## src/mem_pkg.sv

```systemverilog
// Shared types for the CPU memory side.
// Addresses are byte addresses and the RAM bus is 16 bits wide, little-endian.
// Every design file pulls these in with a wildcard import.

package mem_pkg;

    typedef logic [23:0] addr_t;  // cpu byte address
    typedef logic [15:0] word_t;  // ram bus word
    typedef logic [31:0] long_t;  // store value and read window

    // one-hot store size, bit 0 byte, bit 1 word, bit 2 long
    typedef logic [2:0] size_t;

    // byte lane enable, bit 0 is the even byte
    typedef logic [1:0] be_t;

    localparam be_t be_none = 2'b00;
    localparam be_t be_lo   = 2'b01;  // even address byte
    localparam be_t be_hi   = 2'b10;  // odd address byte
    localparam be_t be_both = 2'b11;

endpackage

```

## src/ram_bus_if.sv

```systemverilog
// 16-bit RAM bus between the RAM controller and the work RAM.
// No handshake. dout follows addr combinationally, and the RAM
// writes the enabled lanes on each clock edge while we is non-zero.

`timescale 1ns/1ps

interface ram_bus_if;

    import mem_pkg::*;

    addr_t addr;  // full byte address, ram decodes the word part
    word_t din;
    be_t   we;    // per lane write enable
    word_t dout;

    modport ctl (
        output addr,
        output din,
        output we,
        input  dout
    );

    modport mem (
        input  addr,
        input  din,
        input  we,
        output dout
    );

endinterface

```

## src/ram_ctl.sv

```systemverilog
// RAM controller for the CPU core.
// Keeps a four byte read window that serves instruction fetch at pc and
// indexed loads at idx_addr. Forward moves of one to three bytes slide the
// window and fetch only the missing bytes. Indexed stores are split into
// one to three bus cycles with byte lane enables, and every store empties
// the window. All state advances on cen cycles only.

`timescale 1ns/1ps

module ram_ctl (
    input  logic           clk,
    input  logic           rst,
    input  logic           cen,
    input  logic           ldram_en,
    input  logic           sel_xsp,
    input  logic           data_sel,
    input  logic           idx_wr,
    input  mem_pkg::addr_t idx_addr,
    input  mem_pkg::addr_t xsp,
    input  mem_pkg::addr_t pc,
    input  mem_pkg::long_t alu_dout,
    input  mem_pkg::size_t len,
    ram_bus_if.ctl         bus,
    output mem_pkg::long_t dout,
    output logic           ram_rdy
);

    import mem_pkg::*;

    addr_t      req_addr;
    addr_t      eff_addr;
    long_t      eff_data;

    // read window
    addr_t      win_addr;      // address of window byte 0
    long_t      win_q;         // byte k holds win_addr + k
    logic [3:0] win_ok;
    logic [3:0] pend;          // bytes still to fetch
    logic [3:0] fetch_hit;
    logic [7:0] fetch_byte [4];
    addr_t      step;
    logic [1:0] shift;
    logic [3:0] keep_mask;

    // store sequencer
    logic [1:0] wr_step;       // 0 idle, 1 second cycle, 2 third cycle
    logic [1:0] st_next;
    addr_t      st_addr;
    word_t      st_din;
    be_t        st_we;

    logic       wr_active;
    logic       fetching;
    logic       win_hit;
    logic       can_slide;
    logic       slide_go;
    logic       reload_go;

    assign req_addr = ldram_en ? idx_addr : pc;
    assign eff_addr = sel_xsp ? xsp : idx_addr;
    assign eff_data = data_sel ? {8'd0, pc} : alu_dout;

    assign wr_active = idx_wr || wr_step != 2'd0;
    assign win_hit   = (&win_ok) && win_addr == req_addr;
    assign step      = req_addr - win_addr;
    assign shift     = step[1:0];
    assign keep_mask = 4'hf >> shift;
    assign can_slide = (&win_ok) && step != 24'd0 && step < 24'd4;

    // read side only runs when no store is in flight
    assign fetching  = !wr_active && pend != 4'd0;
    assign slide_go  = !wr_active && pend == 4'd0 && !win_hit && can_slide;
    assign reload_go = !wr_active && pend == 4'd0 && !win_hit && !can_slide;

    assign dout    = win_q;
    assign ram_rdy = win_hit && !wr_active;

    // match pending window bytes against the word now on the bus
    always_comb begin
        addr_t byte_a;
        for (int k = 0; k < 4; k++) begin
            byte_a        = win_addr + addr_t'(k);
            fetch_hit[k]  = pend[k] && (byte_a[23:1] == bus.addr[23:1]);
            fetch_byte[k] = byte_a[0] ? bus.dout[15:8] : bus.dout[7:0];
        end
    end

    // lane data for the current store cycle
    always_comb begin
        st_addr = (wr_step == 2'd0) ? eff_addr : bus.addr + 24'd2;
        st_din  = eff_data[15:0];
        st_we   = be_both;
        st_next = 2'd0;
        case (wr_step)
            2'd0: begin
                if (len[0] || eff_addr[0]) begin
                    st_din = {2{eff_data[7:0]}};  // lone byte on both lanes
                end
                if (len[0]) begin
                    st_we = eff_addr[0] ? be_hi : be_lo;
                end else if (eff_addr[0]) begin
                    st_we   = be_hi;
                    st_next = 2'd1;
                end else if (len[2]) begin
                    st_next = 2'd1;
                end
            end
            2'd1: begin
                if (!eff_addr[0]) begin
                    st_din = eff_data[31:16];  // upper half of an even long
                end else if (len[1]) begin
                    st_din = {2{eff_data[15:8]}};
                    st_we  = be_lo;
                end else begin
                    st_din  = eff_data[23:8];
                    st_next = 2'd2;
                end
            end
            2'd2: begin
                st_din = {2{eff_data[31:24]}};  // last byte of an odd long
                st_we  = be_lo;
            end
            default: begin
                st_we = be_none;
            end
        endcase
    end

    always_ff @(posedge clk or posedge rst) begin
        if (rst) begin
            bus.addr <= '0;
            bus.din  <= '0;
            bus.we   <= be_none;
            wr_step  <= 2'd0;
            win_addr <= '0;
            win_ok   <= 4'd0;
            pend     <= 4'd0;
        end else if (cen) begin
            bus.we <= be_none;
            if (wr_active) begin
                bus.addr <= st_addr;
                bus.din  <= st_din;
                bus.we   <= st_we;
                wr_step  <= st_next;
                win_ok   <= 4'd0;  // stale after any store
                pend     <= 4'd0;
            end else if (fetching) begin
                bus.addr <= bus.addr + 24'd2;
                win_ok   <= win_ok | fetch_hit;
                pend     <= pend & ~fetch_hit;
            end else if (slide_go) begin
                win_addr <= req_addr;
                win_ok   <= keep_mask;
                pend     <= ~keep_mask;
                bus.addr <= win_addr + 24'd4;  // first byte past the old window
            end else if (reload_go) begin
                win_addr <= req_addr;
                win_ok   <= 4'd0;
                pend     <= 4'hf;
                bus.addr <= req_addr;
            end
        end
    end

    // window bytes
    always_ff @(posedge clk) begin
        if (cen) begin
            if (fetching) begin
                for (int k = 0; k < 4; k++) begin
                    if (fetch_hit[k]) begin
                        win_q[8*k +: 8] <= fetch_byte[k];
                    end
                end
            end else if (slide_go) begin
                win_q <= win_q >> {shift, 3'b000};  // drop the bytes left behind
            end
        end
    end

endmodule

```

## src/flat_wrapper.sv

```systemverilog
// flat-port wrapper written by rule: the top's interface ports become plain ports
module ram_ctl_flat import mem_pkg::*;
  (clk, rst, cen, ldram_en, sel_xsp, data_sel, idx_wr, idx_addr, xsp, pc, alu_dout, len, dout, ram_rdy, bus_addr, bus_din, bus_we, bus_dout);
  ram_bus_if bus_i ();
  input  logic clk;
  input  logic rst;
  input  logic cen;
  input  logic ldram_en;
  input  logic sel_xsp;
  input  logic data_sel;
  input  logic idx_wr;
  input  mem_pkg::addr_t idx_addr;
  input  mem_pkg::addr_t xsp;
  input  mem_pkg::addr_t pc;
  input  mem_pkg::long_t alu_dout;
  input  mem_pkg::size_t len;
  output mem_pkg::long_t dout;
  output logic ram_rdy;
  output wire logic [$bits(bus_i.addr)-1:0] bus_addr;
  output wire logic [$bits(bus_i.din)-1:0] bus_din;
  output wire logic [$bits(bus_i.we)-1:0] bus_we;
  input wire logic [$bits(bus_i.dout)-1:0] bus_dout;
  assign bus_addr = bus_i.addr;
  assign bus_din = bus_i.din;
  assign bus_we = bus_i.we;
  assign bus_i.dout = bus_dout;
  ram_ctl u_core (.clk(clk), .rst(rst), .cen(cen), .ldram_en(ldram_en), .sel_xsp(sel_xsp), .data_sel(data_sel), .idx_wr(idx_wr), .idx_addr(idx_addr), .xsp(xsp), .pc(pc), .alu_dout(alu_dout), .len(len), .bus(bus_i), .dout(dout), .ram_rdy(ram_rdy));
endmodule
```

## config.mk

```make
export PLATFORM = sky130hd
export DESIGN_NAME = ram_ctl_flat
export DESIGN_NICKNAME = d
export VERILOG_FILES = /design/src/mem_pkg.sv /design/src/ram_bus_if.sv /design/src/ram_ctl.sv /design/src/flat_wrapper.sv
export SDC_FILE = /design/constraint.sdc
export NUM_CORES = 1
export LEC_CHECK = 0
export ABC_AREA = 1
export BUFFER_PORTS_ARGS = -buffer_cell sky130_fd_sc_hd__buf_2
export CAP_MARGIN = 20
export CORE_AREA = 2 2 176 178
export CTS_CLUSTER_DIAMETER = 200
export CTS_CLUSTER_SIZE = 8
export DETAILED_ROUTE_END_ITERATION = 8
export DIE_AREA = 0 0 178 180
export MAX_ROUTING_LAYER = met4
export PLACE_DENSITY_LB_ADDON = 0.2
export SYNTH_ARGS = -nofsm -noshare
export SYNTH_HDL_FRONTEND = slang
export SYNTH_SLANG_ARGS = --single-unit
```

## constraint.sdc

```tcl
create_clock -name clk -period 11.3 [get_ports clk]
set_input_delay 0.565 -clock clk [delete_from_list [all_inputs] [get_ports clk]]
set_output_delay 0.565 -clock clk [all_outputs]
set_load 0.005 [all_outputs]
```

Word level (Yosys, flattened, before mapping)

Index checks and enable logic that the tools add are counted.
Widths: inputs -> output; s select.

Register bits after elaboration: 108
Input port bits: 130
Output and inout bits: 75
Word-level logic and storage cells: 115

Add/subtract/negate cells: 6
$lt $le $gt $ge: 1
Eq/ne operators: 11
Shift-type cells: 2
Mux-type cells: 44
Bitwise gates (word level): 6
Reductions and logical operators: 34

Operator list:

| kind                  | number |
|---|---|
| $mux 24               | 8 |
| $mux 32               | 3 |
| $eq 23x23->1          | 4 |
| $add 24x2->24 const B | 3 |
| $mux 8                | 8 |
| $mux 16               | 3 |
| $pmux 16 s3           | 1 |
| $mux 4                | 8 |
| $shr 32x5->32         | 1 |
| $add 24x1->24 const B | 1 |
| $add 24x3->24 const B | 1 |
| $eq 24x24->1          | 1 |
| $lt 24x3->1 const B   | 1 |
| $reduce_bool 24->1    | 1 |
| $sub 24x24->24        | 1 |
| $mux 2                | 9 |
| $logic_and 1x1->1     | 13 |
| $reduce_and 3->1      | 4 |
| $ne 2x1->1 const B    | 4 |
| $not 4->4             | 2 |
| $reduce_and 4->1      | 2 |
| $reduce_bool 4->1     | 2 |
| $pmux 2 s3            | 1 |
| $reduce_bool 2->1     | 3 |
| other kinds (13)      | 19 |

Depth between registers and ports, before layout

Word-level depth: 11
Depth in mapped cells: 27
Mapped depth without buffers: 25

Worst setup path after synthesis

OpenSTA, ideal clock, no wires.

Path type: in2reg
From: input ldram_en
To: register u_core.win_q[0] (netlist: u_core.dout[0]), enable pin
Library setup time: 0.370 ns
Arrival: 3.751 ns
Required time: 10.930 ns
Slack: 7.179 ns
Stages: 21
Path buffers: 4
Cell sequence: clkbuf_1 -> clkbuf_1 -> nand2_1 -> o21ai_0 -> ha_1 -> fa_1 -> clkbuf_1 -> nand2_1 -> nand2_1 -> nor2_1 -> nand3_1 -> nor2_1 -> nand3_1 -> nor2_1 -> nand3_1 -> nor3_4 -> nand3_4 -> buf_6 -> o21ai_2 -> inv_1 -> nor2_1

Longest elaborated chain between the ends: 8

RTL lines:

| what                                                                   | RTL line          | text |
|---|---|---|
| from (decl)                                                            | flat_wrapper.sv:8 | `input logic ldram_en;` |
| $mux 24 (*)                                                            | ram_ctl.sv:59     | `assign req_addr = ldram_en ? idx_addr : pc;` |
| parallel branches: the longest is 4 deep, another holds $sub 24x24->24 | -                 |  |
| $logic_and 1x1->1 (*)                                                  | ram_ctl.sv:72     | `assign slide_go = !wr_active && pend == 4'd0 && !win_hit && can_slide;` |
| $reduce_bool 2->1 (no source line) (*)                                 | -                 |  |
| $reduce_and 3->1 (no source line) (*)                                  | -                 |  |
| to (signal, indexed assignment)                                        | ram_ctl.sv:171    | `win_q[8*k +: 8] <= fetch_byte[k];` |
| to (signal assigned)                                                   | ram_ctl.sv:175    | `win_q <= win_q >> {shift, 3'b000};` |
| to (decl)                                                              | ram_ctl.sv:36     | `long_t win_q;` |

Every way passes the cells marked *.
A chain may end at the register's enable or synchronous reset.

Worst setup path in the final report

From: register u_core.wr_step[1]
To: register u_core.win_q[18] (netlist: u_core.dout[18]), enable pin

Longest elaborated chain between the ends: 8

RTL lines:

| what                                  | RTL line                     | text |
|---|---|---|
| from (decl)                           | ram_ctl.sv:46                | `logic [1:0] wr_step;` |
| from (signal assigned)                | ram_ctl.sv:144               | `wr_step <= st_next;` |
| $reduce_bool 2->1 (*)                 | ram_ctl.sv:63                | `assign wr_active = idx_wr \|\| wr_step != 2'd0;` |
| $logic_or 1x1->1 (*)                  | ram_ctl.sv:63                |  |
| $logic_not 1->1 (*)                   | ram_ctl.sv:71, ram_ctl.sv:72 |  |
| $logic_and 1x1->1 (3 in series)       | ram_ctl.sv:72                |  |
| $reduce_bool 2->1 (no source line)    | -                            |  |
| $reduce_and 3->1 (no source line) (*) | -                            |  |

Every way passes the cells marked *; elsewhere a longest branch is shown, timed or not.

==> reports/metrics.csv <==
stage,metric,value,unit
detailed_routing,DRT Pass-1 Iters,6,
placed_design,Post-DP Area,13100,sq um
power,sequential share of power,0.228,
global_routing,first-pass GRT wire length,75100,um
setup_path,Max Fanout on Critical Path,30,
clock_network,clk buf depth,2,
detailed_routing,WL final,49400,um
yosys,"count leader, synth",nand2_1,
detailed_routing,detailed-route via count,13800,
setup_path,Critical Path Start Type,flip-flop,
global_routing,initial antenna violation count,0,
clock_network,H-tree levels,3,
yosys,syn avg cell area,6.20,sq um
yosys,Yosys top cell by area,nand2_1,
power,Comb pwr share,0.668,
yosys,"Seq/Total Area, Yosys",0.241,
status,outcome,"finished, final reports clean",
sta,Slew Limit Fails,0,
clock_network,clk_lat worst skew,0.37,ns
setup_path,WS Path Type,flip-flop to flip-flop,
setup_path,Arrival @ worst endpoint,5.87,ns
sta,Worst-Margin Slew,1.04,ns
floorplan,I/O pins,205,
yosys,synth warn,0,
global_routing,gr ovfl total,0,
floorplan,Starting Density,0.394,
detailed_routing,Vias/cell,5.58,
clock_network,post-cts resize count,0,
placed_design,Setup WS pre-CTS,5.24,ns
sta,endpoints failing hold,0,
setup_path,reg2reg start,u_core.wr_step[1],
setup_path,CP startpoint,u_core.wr_step[1],
global_routing,vias in the first global route,12900,
cells_and_area,# diodes,0,
placed_design,placed cells,2450,
yosys,"Cell Area, Synth",11900,sq um
power,NetSw,1.95,mW
floorplan,core area,30200,sq um
yosys,post-synthesis cell count,1920,
detailed_routing,routed len/inst,20.0,um
setup_path,crit path capture,u_core.dout[18],
sta,RSZ-0062 raised after global routing,no,
clock_network,clk sinks,108,
min_path,Hold Crit Class,input port to asynchronous set/reset pin,
sta,Peak Freq,171,MHz
floorplan,row count,64,
clock_network,clk root buf,clkbuf_16,
power,P_leak,6.65,nW
yosys,dominant cells by area after synthesis,"nand2_1 (18%), dfrtp_1 (16%), edfxtp_1 (8.1%)",
global_routing,total track usage,0.315,
floorplan,die width,178,um
setup_path,worst reg2reg path depth,12,
sta,# setup viols final,0,
power,Pint,1.46,mW
power,peak supply drop,0.0888,mV
yosys,Main synth FF type,dfrtp_1,
run,MaxCap Viol Count,0,
yosys,top-area cell type share of the netlist area,0.181,
setup_path,reg-to-reg endpoint,u_core.dout[18],
sta,Max-slew headroom,0.302,
cells_and_area,# fillers,3278,
sta,setup ws final,5.44,ns
clock_network,CTS tree,done,
yosys,Post-synth ARST share,0.704,
setup_path,worst reg-to-reg setup slack,5.44,ns
placed_design,Routability Congestion,0.970,
cells_and_area,Syn-to-layout area delta,13.3,%
clock_network,cts bufs inserted,9,
yosys,Synth Net Count,2084,
global_routing,largest net degree at the start of global routing,77,
cells_and_area,# nets final,2230,
sta,fin crit share,0.519,
yosys,Post-synth EDFFs,32,
detailed_routing,post-route ant nets,0,
cells_and_area,fraction of layout cells with a size suffix above 1,0.147,
cells_and_area,design area,13500,sq um
cells_and_area,multi-input logic area,7800,sq um
clock_network,hold_buf cts,0,
cells_and_area,FF/Latch Area,2860,sq um
cells_and_area,final core occ,0.447,
clock_network,Post-CTS Setup Bufs,0,
yosys,Yosys reg bits,108,
power,Sw Share,0.572,
placed_design,detailed-placement wirelength estimate,40000,um
floorplan,Die Ht,180,um
power,pwr dens,253,nW/um^2
power,power share of the clock group,0.104,
detailed_routing,initial drt markers,1237,
placed_design,port bufs,204,
yosys,Synth cell types,55,
setup_path,Setup crit end kind,flip-flop,
sta,post-route minimum period,5.86,ns
clock_network,Worst-path clk slew,0.09,ns
sta,worst clock skew,0.0150,ns
cells_and_area,post-route insts no fill,2467,
sta,Post-Route Setup TNS,0,ns
setup_path,"Req. time, crit path",11.31,ns
detailed_routing,DRC Markers,0,
floorplan,die area,32000,sq um
yosys,Post-synth top cells,"nand2_1 (575), inv_1 (225), nor2_1 (185)",
layout make-up:
type	instances	area share
multi-input combinational	1497	0.578
sequential	108	0.212
timing repair buffer	213	0.0822
clock buffer	9	0.0167
clock inverter	7	0.00724
inverter	237	0.0664
tap	396	0.0367
state kept, by name, summed over array words and instances, names as in the netlist:
register / flops
u_core.dout: 32
u_core.bus.addr: 24
u_core.win_addr: 24
u_core.bus.din: 16
u_core.pend: 4
u_core.win_ok: 4
u_core.bus.we: 2
u_core.wr_step: 2
worst min-delay path by stage:
stage                                  start             endpoint  slack (ns)  cells past startpoint
after floorplan             u_core.win_ok[2]     u_core.win_ok[2]        0.47                      2
after global placement    u_core.bus.din[15]   u_core.bus.din[15]        0.47                      2
after detailed placement  u_core.bus.din[15]   u_core.bus.din[15]        0.48                      2
after CTS                             len[2]    u_core.wr_step[0]        0.49                      3
after global routing                     rst    u_core.bus.din[8]        0.26                      3
final                                    rst  u_core.bus.addr[17]        0.24                      3
stage by stage:
step	total power, mW	hold WS (ns)
after floorplan	2.30	0.470
after global placement	2.99	0.475
after detailed placement	3.00	0.477
after CTS	3.37	0.490
after global routing	3.69	0.257
final	3.41	0.243
layout by cell type (no fill, tap or decap), drive strengths merged, types with 2 or more instances in the layout:
cell,n
a211oi,10
a21o,2
a21oi,93
a221oi,11
a22o,2
and2,2
and3,2
buf,213
clkbuf,9
clkinv,6
dfrtp,76
edfxtp,32
ha,33
inv,237
mux2,13
mux2i,6
nand2,587
nand3,121
nand3b,14
nand4,52
nor2,204
nor3,20
nor4,7
o2111ai,2
o211ai,12
o21a,2
o21ai,165
o21bai,5
o221ai,7
o22ai,12
o31ai,5
xnor2,15
xor2,87
layer usage:
metal | part of all wire | track usage
met2 | 0.45 | 0.495
met1 | 0.43 | 0.422
met4 | 0.030 | 0.0928
met5 | 0 | -
met3 | 0.082 | 0.0387
worst max-delay path: stages, from the launching register on:
cell and delay, ns:
dfrtp_1 0.41, inv_1 0.11, ha_1 0.83, inv_2 0.45
nor2_1 0.50, inv_1 0.13, nor2_2 0.33, nand3_1 0.14
nor2_1 0.11, nand3_1 0.12, nor3_4 0.81, nand3_4 0.61
a21oi_1 0.89
power by group through the flow:
stage | combinational, mW | clock [mW] | sequential, mW
after floorplan | 1.62 | 0 | 0.676
after global placement | 2.22 | 0 | 0.776
after detailed placement | 2.22 | 0 | 0.777
after CTS | 2.23 | 0.362 | 0.770
after global routing | 2.53 | 0.374 | 0.789
final | 2.28 | 0.354 | 0.776
kinds of logic (layout without fill, tap and decap cells):
family | after synthesis | in the layout | share of synthesized area
and+or+nand+nor | 1011 | 1011 | 0.368
AOI/OAI and AO/OA | 331 | 331 | 0.157
buffers and inverters | 315 | 466 | 0.105
DFF | 108 | 108 | 0.241
xor gates and xnor gates | 102 | 102 | 0.0751
adders and majority gates | 34 | 34 | 0.0364
muxes | 19 | 19 | 0.0173
(Power assumes the default switching activity.)
